File: src/nocArb_consts.svh
`ifndef NOC_ARB_CONSTS_SVH
`define NOC_ARB_CONSTS_SVH

// ~~~~~~~~~~~~~~~~~~~~~~~~~~~~~~~~~~~~~~~~~~~~~~~~~~
// router output-port allocation constants
// ~~~~~~~~~~~~~~~~~~~~~~~~~~~~~~~~~~~~~~~~~~~~~~~~~~

// input ports in the order L N E W S
`define NOC_PORTS 5

// flit payload width
`define NOC_FLIT_W 32

// packet length in clock periods
`define NOC_LEN_W 12

// flit kind field width
`define NOC_ID_W 3

// kind code carried by the first flit of a packet
`define NOC_HEAD_ID 3'd1

`endif

File: src/nocArbPkg.sv
`include "nocArb_consts.svh"

package nocArbPkg;

  // one-hot so that grant is a direct slice of the state register
  typedef enum logic [5:0]
  {
    IDLE    = 6'b000001,
    GRANT_L = 6'b000010,
    GRANT_N = 6'b000100,
    GRANT_E = 6'b001000,
    GRANT_W = 6'b010000,
    GRANT_S = 6'b100000
  } arbState;

  // only HEAD matters to the allocator, the rest ride along
  typedef enum logic [`NOC_ID_W-1:0]
  {
    NONE = 3'd0,
    HEAD = `NOC_HEAD_ID,
    BODY = 3'd2,
    TAIL = 3'd3
  } flitKind;

endpackage

File: src/packetTimer.sv
`include "nocArb_consts.svh"

module packetTimer
(
  input  logic                   clk,
  input  logic                   rst,
  input  nocArbPkg::flitKind     flitId,
  input  logic [`NOC_LEN_W-1:0]  length,
  input  logic                   run,
  output logic                   timesUp
);

  logic [`NOC_LEN_W-1:0] limit;   // hold budget of the current packet
  logic [`NOC_LEN_W-1:0] count;   // cycles held so far

  // the limit is reloaded by every head flit, even mid-hold
  always_ff @(posedge clk)
  begin
    if (rst)
    begin
      limit <= '0;
    end
    else if (flitId == nocArbPkg::HEAD)
    begin
      limit <= length;
    end
  end

  // run drops as soon as count reaches limit, so count never wraps
  always_ff @(posedge clk)
  begin
    if (rst)
    begin
      count <= '0;
    end
    else if (run)
    begin
      count <= count + 1'b1;
    end
    else
    begin
      count <= '0;
    end
  end

  assign timesUp = (count == limit);  // holder gets limit+1 cycles at most

endmodule

File: src/portArbiter.sv
`include "nocArb_consts.svh"

module portArbiter
(
  input  logic                  clk,
  input  logic                  rst,
  input  logic                  lReq,
  input  logic                  nReq,
  input  logic                  eReq,
  input  logic                  wReq,
  input  logic                  sReq,
  input  logic                  lTimesUp,
  input  logic                  nTimesUp,
  input  logic                  eTimesUp,
  input  logic                  wTimesUp,
  input  logic                  sTimesUp,
  output logic                  lRun,
  output logic                  nRun,
  output logic                  eRun,
  output logic                  wRun,
  output logic                  sRun,
  output logic [`NOC_PORTS-1:0] grant
);

  nocArbPkg::arbState state;
  nocArbPkg::arbState nextState;

  logic [`NOC_PORTS-1:0] reqVec;   // index 0 is L, index 4 is S
  logic [`NOC_PORTS-1:0] upVec;
  logic [`NOC_PORTS-1:0] runVec;

  assign reqVec = {sReq, wReq, eReq, nReq, lReq};
  assign upVec  = {sTimesUp, wTimesUp, eTimesUp, nTimesUp, lTimesUp};

  // ~~~~~~~~~~~~~~~~~~~~~~~~~~~~~~~~~~~~~~~~~~~~~~~~~~
  // helpers
  // ~~~~~~~~~~~~~~~~~~~~~~~~~~~~~~~~~~~~~~~~~~~~~~~~~~

  // state that grants port idx, the bit above IDLE's
  function automatic nocArbPkg::arbState portState(input int unsigned idx);
    portState = nocArbPkg::arbState'(6'b000010 << idx);
  endfunction

  // first requester among span ports starting at first, wrapping S back to L
  function automatic nocArbPkg::arbState pickNext(
    input logic [`NOC_PORTS-1:0] req,
    input int unsigned           first,
    input int unsigned           span
  );
    logic [2*`NOC_PORTS-1:0] wrapped;
    nocArbPkg::arbState      found;
    logic                    hit;
    int unsigned             idx;
    wrapped = {req, req};
    found = nocArbPkg::IDLE;
    hit = 1'b0;
    for (int unsigned i = 0; i < `NOC_PORTS; i++)
    begin
      idx = first + i;
      if (!hit && (i < span) && wrapped[idx])
      begin
        if (idx >= `NOC_PORTS)
        begin
          idx = idx - `NOC_PORTS;
        end
        found = portState(idx);
        hit = 1'b1;
      end
    end
    pickNext = found;
  endfunction

  // ~~~~~~~~~~~~~~~~~~~~~~~~~~~~~~~~~~~~~~~~~~~~~~~~~~
  // state register and next state
  // ~~~~~~~~~~~~~~~~~~~~~~~~~~~~~~~~~~~~~~~~~~~~~~~~~~

  always_ff @(posedge clk)
  begin
    if (rst)
    begin
      state <= nocArbPkg::IDLE;
    end
    else
    begin
      state <= nextState;
    end
  end

  always_comb
  begin
    int unsigned holder;
    logic        idle;
    holder = 0;
    idle = 1'b0;
    nextState = nocArbPkg::IDLE;
    runVec = '0;

    case (state)
      nocArbPkg::GRANT_L: holder = 0;
      nocArbPkg::GRANT_N: holder = 1;
      nocArbPkg::GRANT_E: holder = 2;
      nocArbPkg::GRANT_W: holder = 3;
      nocArbPkg::GRANT_S: holder = 4;
      default:            idle = 1'b1;  // IDLE and any illegal encoding
    endcase

    if (idle)
    begin
      nextState = pickNext(reqVec, 0, `NOC_PORTS);  // plain L N E W S priority
    end
    else if (reqVec[holder] && !upVec[holder])
    begin
      runVec[holder] = 1'b1;
      nextState = state;
    end
    else
    begin
      // the holder itself is left out, a timed-out port goes through IDLE
      nextState = pickNext(reqVec, holder + 1, `NOC_PORTS - 1);
    end
  end

  // ~~~~~~~~~~~~~~~~~~~~~~~~~~~~~~~~~~~~~~~~~~~~~~~~~~
  // outputs
  // ~~~~~~~~~~~~~~~~~~~~~~~~~~~~~~~~~~~~~~~~~~~~~~~~~~

  assign grant = state[`NOC_PORTS:1];  // IDLE bit drops off, giving zero

  assign lRun = runVec[0];
  assign nRun = runVec[1];
  assign eRun = runVec[2];
  assign wRun = runVec[3];
  assign sRun = runVec[4];

endmodule

File: src/flitCrossbar.sv
`include "nocArb_consts.svh"

module flitCrossbar
(
  input  logic                   clk,
  input  logic                   rst,
  input  logic [`NOC_PORTS-1:0]  grant,
  input  logic                   lReq,
  input  logic                   nReq,
  input  logic                   eReq,
  input  logic                   wReq,
  input  logic                   sReq,
  input  logic [`NOC_FLIT_W-1:0] lFlit,
  input  logic [`NOC_FLIT_W-1:0] nFlit,
  input  logic [`NOC_FLIT_W-1:0] eFlit,
  input  logic [`NOC_FLIT_W-1:0] wFlit,
  input  logic [`NOC_FLIT_W-1:0] sFlit,
  output logic [`NOC_FLIT_W-1:0] outFlit,
  output logic                   outValid
);

  logic [`NOC_PORTS-1:0]  reqVec;
  logic [`NOC_FLIT_W-1:0] flits [`NOC_PORTS];
  logic [`NOC_FLIT_W-1:0] selFlit;
  logic                   selValid;

  assign reqVec = {sReq, wReq, eReq, nReq, lReq};

  assign flits[0] = lFlit;
  assign flits[1] = nFlit;
  assign flits[2] = eFlit;
  assign flits[3] = wFlit;
  assign flits[4] = sFlit;

  // grant is one-hot or zero, so an and-or tree is enough
  always_comb
  begin
    selFlit = '0;
    for (int i = 0; i < `NOC_PORTS; i++)
    begin
      selFlit = selFlit | (flits[i] & {`NOC_FLIT_W{grant[i]}});
    end
  end

  assign selValid = |(grant & reqVec);  // granted port must still be asking

  always_ff @(posedge clk)
  begin
    if (rst)
    begin
      outValid <= 1'b0;
    end
    else
    begin
      outValid <= selValid;
    end
  end

  // last forwarded flit stays on the output between packets
  always_ff @(posedge clk)
  begin
    if (selValid)
    begin
      outFlit <= selFlit;
    end
  end

endmodule

File: src/nocOutPort.sv
`include "nocArb_consts.svh"

module nocOutPort
(
  input  logic                   clk,
  input  logic                   rst,
  input  logic                   lReq,
  input  nocArbPkg::flitKind     lFlitId,
  input  logic [`NOC_LEN_W-1:0]  lLength,
  input  logic [`NOC_FLIT_W-1:0] lFlit,
  input  logic                   nReq,
  input  nocArbPkg::flitKind     nFlitId,
  input  logic [`NOC_LEN_W-1:0]  nLength,
  input  logic [`NOC_FLIT_W-1:0] nFlit,
  input  logic                   eReq,
  input  nocArbPkg::flitKind     eFlitId,
  input  logic [`NOC_LEN_W-1:0]  eLength,
  input  logic [`NOC_FLIT_W-1:0] eFlit,
  input  logic                   wReq,
  input  nocArbPkg::flitKind     wFlitId,
  input  logic [`NOC_LEN_W-1:0]  wLength,
  input  logic [`NOC_FLIT_W-1:0] wFlit,
  input  logic                   sReq,
  input  nocArbPkg::flitKind     sFlitId,
  input  logic [`NOC_LEN_W-1:0]  sLength,
  input  logic [`NOC_FLIT_W-1:0] sFlit,
  output logic [`NOC_PORTS-1:0]  grant,
  output logic [`NOC_FLIT_W-1:0] outFlit,
  output logic                   outValid
);

  logic lRun, nRun, eRun, wRun, sRun;
  logic lTimesUp, nTimesUp, eTimesUp, wTimesUp, sTimesUp;

  // ~~~~~~~~~~~~~~~~~~~~~~~~~~~~~~~~~~~~~~~~~~~~~~~~~~
  // one packet timer per input port
  // ~~~~~~~~~~~~~~~~~~~~~~~~~~~~~~~~~~~~~~~~~~~~~~~~~~

  packetTimer lTimer (.clk(clk), .rst(rst), .flitId(lFlitId), .length(lLength),
                      .run(lRun), .timesUp(lTimesUp));
  packetTimer nTimer (.clk(clk), .rst(rst), .flitId(nFlitId), .length(nLength),
                      .run(nRun), .timesUp(nTimesUp));
  packetTimer eTimer (.clk(clk), .rst(rst), .flitId(eFlitId), .length(eLength),
                      .run(eRun), .timesUp(eTimesUp));
  packetTimer wTimer (.clk(clk), .rst(rst), .flitId(wFlitId), .length(wLength),
                      .run(wRun), .timesUp(wTimesUp));
  packetTimer sTimer (.clk(clk), .rst(rst), .flitId(sFlitId), .length(sLength),
                      .run(sRun), .timesUp(sTimesUp));

  // ~~~~~~~~~~~~~~~~~~~~~~~~~~~~~~~~~~~~~~~~~~~~~~~~~~
  // allocation and forwarding
  // ~~~~~~~~~~~~~~~~~~~~~~~~~~~~~~~~~~~~~~~~~~~~~~~~~~

  portArbiter arbiter
  (
    .clk(clk),
    .rst(rst),
    .lReq(lReq),
    .nReq(nReq),
    .eReq(eReq),
    .wReq(wReq),
    .sReq(sReq),
    .lTimesUp(lTimesUp),
    .nTimesUp(nTimesUp),
    .eTimesUp(eTimesUp),
    .wTimesUp(wTimesUp),
    .sTimesUp(sTimesUp),
    .lRun(lRun),
    .nRun(nRun),
    .eRun(eRun),
    .wRun(wRun),
    .sRun(sRun),
    .grant(grant)
  );

  flitCrossbar crossbar
  (
    .clk(clk),
    .rst(rst),
    .grant(grant),         // same registered grant seen at the top output
    .lReq(lReq),
    .nReq(nReq),
    .eReq(eReq),
    .wReq(wReq),
    .sReq(sReq),
    .lFlit(lFlit),
    .nFlit(nFlit),
    .eFlit(eFlit),
    .wFlit(wFlit),
    .sFlit(sFlit),
    .outFlit(outFlit),
    .outValid(outValid)
  );

endmodule

File: config.mk
export PLATFORM = sky130hd
export DESIGN_NAME = nocOutPort
export DESIGN_NICKNAME = d
export VERILOG_FILES = /design/src/nocArbPkg.sv /design/src/packetTimer.sv /design/src/portArbiter.sv /design/src/flitCrossbar.sv /design/src/nocOutPort.sv
export VERILOG_INCLUDE_DIRS = /design/src
export SDC_FILE = /design/constraint.sdc
export NUM_CORES = 1
export LEC_CHECK = 0
export BUFFER_PORTS_ARGS = -buffer_cell sky130_fd_sc_hd__buf_2
export CAP_MARGIN = 15
export CORE_MARGIN = 2
export CORE_UTILIZATION = 45
export CTS_CLUSTER_SIZE = 14
export DETAILED_ROUTE_END_ITERATION = 10
export GPL_TIMING_DRIVEN = 0
export PLACE_DENSITY = 0.72
export SYNTH_ARGS = -nofsm -noshare
export SYNTH_HDL_FRONTEND = slang
export SYNTH_SLANG_ARGS = --single-unit
File: constraint.sdc
create_clock -name clk -period 4.9 [get_ports clk]
set_input_delay 0.98 -clock clk [delete_from_list [all_inputs] [get_ports clk]]
set_output_delay 0.98 -clock clk [all_outputs]
set_load 0.01 [all_outputs]
# Word level (Yosys, flattened, before mapping)
# Index checks and enable logic that the tools add are counted.
dict set report word_totals {
  ff_bits 159
  inputBits 242
}
dict set report op_classes {
  addsub 13
  magnitude_cmp 10
  n_eq_ne 16
  shifts 4
  mux 61
  bitwise 15
  reduce_logical 24
}
# op count
set op_table {}
lappend op_table {{$mux 32} 16}
lappend op_table {{$and 32x32->32} 5}
lappend op_table {{$ge 32x3->1 const B} 4}
lappend op_table {{$lt 32x5->1 const B} 4}
lappend op_table {{$or 32x32->32} 4}
lappend op_table {{$shl 2x32->6 const A} 4}
lappend op_table {{$sub 32x3->32 const B} 4}
lappend op_table {{$add 32x1->32 const B} 2}
lappend op_table {{$add 32x2->32 const B} 2}
lappend op_table {{$add 12x1->12 const B} 5}
lappend op_table {{$eq 12x12->1} 5}
lappend op_table {{$mux 6} 7}
lappend op_table {{$ge 32x1->1 const B} 1}
lappend op_table {{$lt 32x4->1 const B} 1}
lappend op_table {{$mux 1} 24}
lappend op_table {{$bmux 1 s4} 4}
lappend op_table {{$eq 3x1->1 const B} 5}
lappend op_table {{$mux 5} 3}
lappend op_table {{$pmux 3 s4} 1}
lappend op_table {{$reduce_or 2->1} 5}
lappend op_table {{$reduce_or 5->1} 2}
lappend op_table {{$logic_and 1x1->1} 9}
lappend op_table {{$logic_not 1->1} 8}
lappend op_table {{$bmux 1 s3} 2}
lappend op_table {{12 further kinds} 16}

# Depth between registers and ports, before layout
dict set report logic_depth {
  depth_word 27
  ltp_mapped 22
  depth_no_buf 19
}

# Modules after synthesis
# Synthesis repeated with hierarchy kept, for this count alone.
dict set report unflattened {
  hier_cells 970
  area_unflattened_um2 8924.8
}
# mod n_inst cells_each area_each_um2 seq_area_each_um2
set by_module_without_submodules {}
lappend by_module_without_submodules {packetTimer 5 113 1073.5 480.5}
lappend by_module_without_submodules {flitCrossbar 1 153 1845.5 980.9}
lappend by_module_without_submodules {portArbiter 1 252 1711.6 120.1}

# Worst setup path after synthesis
# OpenSTA, ideal clock, no wires.
dict set report synth_timing {
  kind {reg-to-reg}
  from {reg arbiter.state[0]}
  to {reg arbiter.state[5]}
  arrival_time_ps 4294
  slack_ps 486
  path_stages_with_launch 21
  synth_period_minus_slack_ps 4414
  path_cell_list {dfxtp_1 > or3_1 > or3_1 > clkbuf_1 > inv_1 > ha_1 > clkbuf_1 > inv_1 > nand3_1 > nand2_1 > ha_1 > nor2b_1 > nor2_1 > ha_1 > a21boi_0 > a211oi_1 > xor2_1 > nor2_1 > a221o_1 > o311a_1 > a211o_1}
}
dict set report synth_via {
  elab_chain_len 23
}
# item line
set synth_rtl {}
lappend synth_rtl {{from (decl)} portArbiter.sv:25} ;# nocArbPkg::arbState state;
lappend synth_rtl {{from (signal assigned)} portArbiter.sv:81} ;# state <= nocArbPkg::IDLE;
lappend synth_rtl {{from (signal assigned)} portArbiter.sv:85} ;# state <= nextState;
lappend synth_rtl {{branches (longest 23 deep; another with $add 32x1->32)} n/a}
# Several ways; the timed one is not identified. The select of a mux whose other input is x is not followed.
# A chain may end at the register's enable or synchronous reset.

# Worst setup path in the final report
# Ends and elaborated chain as after synthesis.

==> flow_metrics.py <==
metrics = {
    "critical_path": {
        "critPathTopFamily": "simple AND/OR/NAND/NOR gates",
        "crit_type": "reg2reg",
        "worst-endpoint-arrival_ns": 4.94,
        "cp_num_buf_inv": 3,
        "slowest_stage": "or3_1",
        "critical-path-max-stage-delay_ns": 0.49,
        "path_cells": "or3_1 > or3_4 > inv_2 > ha_4 > inv_1 > nand3_1 > nand2_2 > ha_1 > inv_1 > a21oi_2 > or3_1 > o32a_1 > nand3b_1 > nor2_1 > o311a_1 > a211o_1",
        "crit_path_start": "arbiter.state[0]",
        "critPathCaptureType": "flop",
        "worstReg2RegStart": "arbiter.state[0]",
        "crit_path_start_kind": "flop",
        "crit_fanout": 10,
        "worstPathRequired_ns": 5.21,
    },
    "global_routing": {
        "globalRouteTotalUtil_pct": 25.3,
        "grt_max_degree": 23,
        "overflow": 0,
        "grt_pass1_wl_mm": 40.5,
        "antenna_found_initial": 5,
        "grt_pass1_vias": 8080,
    },
    "finish": {
        "finalNonFillerCells": 1527,
        "layout-drive-gt1-share_pct": 27.0,
        "final_area_um2": 11200,
        "syn2layout_area_growth_pct": 28.0,
        "post-route-util_pct": 59.3,
        "finalNetCount": 1513,
    },
    "detailed_routing": {
        "routedWlPerCell_um": 17.5,
        "via_per_inst": 5.49,
        "drc_errors": 0,
        "dr.first_iter.drc_count": 689,
        "dr_total_vias": 8382,
        "firstDrtPassIters": 7,
        "final_antenna_net_count": 0,
        "wirelength_mm": 26.8,
    },
    "run_status": {
        "outcome": "finished, final reports clean",
    },
    "synth": {
        "synth.yosys.warnings": 0,
        "ys_seq_elements": 159,
        "synth_seq_area_share_pct": 40.2,
        "synth_common_cells": "nor2_1 (137), dfxtp_1 (127), xor2_1 (93), mux2i_1 (63), nand2_1 (56)",
        "synth-async-reset-ratio_pct": 0,
        "synth_flop_cell": "dfxtp_1",
        "synth_area_um2": 8720,
        "synth_edf_count": 32,
        "avgSynthCellArea_um2": 9.19,
        "synth_area_leader_cell": "dfxtp_1",
        "synth.most_common_cell": "nor2_1",
        "synth_top_area_share_pct": 29.2,
        "synthTopCellsByArea": "dfxtp_1 (29%), edfxtp_1 (11%), xor2_1 (9.3%)",
        "synth.distinct_cells": 67,
        "synthesis.instances": 949,
    },
    "place": {
        "dp_cells": 1490,
        "placed_area_um2": 10500,
        "place_hpwl_mm": 20.7,
        "numPortBuffers": 278,
        "place.gp.congestion": 0.962,
    },
    "cts": {
        "cts.sinks": 159,
        "ctsHoldBuffers": 0,
        "cts_buffer_depth": 2,
        "cts-root-buf": "clkbuf_16",
        "numCtsBuffers": 17,
        "cts_tree": "yes",
        "htreeDepth": 4,
        "clk_latency_ns": 0.43,
        "clk_pin_slew_worst_paths_ns": 0.07,
    },
    "power": {
        "power_mw": 5.46,
        "p_leak_nw": 4.94,
        "max-vdd-ir-drop_v": 0.000345,
        "power.density_nw_per_um2": 489,
    },
    "sta": {
        "report.final.slew_viol_count": 0,
        "fin_crit_ns": 4.63,
        "fmax_mhz": 216,
        "finalSetupViolations": 0,
        "finalCritPeriodShare_pct": 94.5,
        "rsz0062_at_grt": "false",
        "relSlewSlack_pct": 51.1,
        "tightest_slew_ns": 0.734,
        "hold_viol": 0,
        "skew_ns": 0.00902,
    },
    "floorplanning": {
        "coreArea_um2": 18800,
        "rows": 50,
        "die_area_um2": 20500,
        "fp.dieH_um": 143,
        "pin_count": 280,
        "initial_core_util_pct": 46.3,
        "die_width_um": 143,
    },
    "job": {
        "drv_cap": 0,
    },
    "min_path": {
        "hold_class": "reg2reg",
        "hold_start": "eTimer.count[0]",
    },
}
kinds of logic (layout without fill, tap and decap cells):
logic type | Yosys count | after routing | synth area share [%]
AOI/OAI and AO/OA | 142 | 142 | 12.7
xor gates and xnor gates | 116 | 116 | 11.7
adders and majority gates | 21 | 21 | 3.01
buffers and inverters | 90 | 402 | 4.12
DFF | 159 | 159 | 40.2
muxes | 68 | 68 | 8.40
other | 1 | 7 | 0.0430
and+or+nand+nor | 352 | 352 | 19.8
worst paths after layout:
path / endpoint / slack, ns / cells after the start
max: arbiter.state[5] / 0.27 / 16
min: eTimer.count[0] / 0.49 / 1
max reg2reg: arbiter.state[5] / 0.27 / 16
min reg2reg: eTimer.count[0] / 0.49 / 1
sequential cells by signal, summed over array words and instances (netlist names):
name / count
nTimer.limit: 12
wTimer.limit: 12
crossbar.outFlit: 32
lTimer.count: 12
eTimer.limit: 12
sTimer.limit: 12
crossbar.outValid: 1
sTimer.count: 12
lTimer.limit: 12
arbiter.state: 6
eTimer.count: 12
wTimer.count: 12
nTimer.count: 12
per-stage QoR:
stage          setup slack, ns  setup TNS (ns)  hold slack (ns)
6_report                 0.269               0            0.485
5_1_grt                0.00753               0            0.515
4_1_cts                 0.0164               0            0.488
3_5_place_dp            -0.697           -2.92            0.463
3_3_place_gp            -0.706           -3.09            0.448
2_1_floorplan            0.486               0            0.436
power by group:
part	switching (mW)	total, mW	internal [mW]
sequential	0.0820	1.71	1.63
clock	0.572	1.44	0.863
combinational	1.40	2.31	0.908
worst reg2reg max path: cells and delay by family, from the launching register on:
family,cells,cell delay (ns)
adders and majority gates,2,0.48
buffers and inverters,3,0.47
and+or+nand+nor,7,2.17
AOI/OAI and AO/OA,4,1.04
DFF,1,0.37
timing repair:
action                     4_1_cts  5_1_grt
gates resized for setup          4        7
pin swaps                        1        0
cloned                           0        0
setup buffers                    1        3
setup endpoints to repair        6        5
placed cells by master, fill, tap and decap left out, types with 4 or more instances in the layout:
| cell type | instances |
|---|---|
| ha_1 | 19 |
| a211oi_1 | 5 |
| nor2_1 | 137 |
| a22oi_1 | 35 |
| buf_2 | 280 |
| or4_1 | 6 |
| and3_1 | 21 |
| nor4_1 | 32 |
| or3_1 | 5 |
| a21oi_1 | 16 |
| edfxtp_1 | 32 |
| nor3b_1 | 11 |
| nand2b_1 | 4 |
| xor2_1 | 93 |
| nor3_1 | 16 |
| a222oi_1 | 33 |
| diode_2 | 4 |
| clkbuf_1 | 50 |
| xnor2_1 | 22 |
| buf_4 | 9 |
| dfxtp_1 | 127 |
| inv_1 | 21 |
| mux4_2 | 4 |
| nand4_1 | 4 |
| bufinv_16 | 4 |
| mux2i_1 | 63 |
| nand2_1 | 55 |
| clkbuf_16 | 17 |
| buf_1 | 6 |
| o21ai_0 | 13 |
| nand3_1 | 39 |
area by class of cell:
cell class	instances	area, um2
repair buffers	283	1450
multi-input cells	702	4890
inverters	24	90.1
fillers	1714	7670
clock buffers	18	429
clock inverters	14	205
plain buffers	63	259
well taps	260	325
flip-flops and latches	159	3500
diodes	4	10.0
per-layer routing:
metal	wire length, um	part of all wire, %	global-route usage [%]	vias to the layer above
met5	11	0.041	0	-
met4	757	2.8	10.7	2
met3	1970	7.4	5.50	45
met2	13200	49	43.6	350
met1	10800	41	30.4	3924
li1	-	-	-	4061
Power figures use the tool's default switching activity.
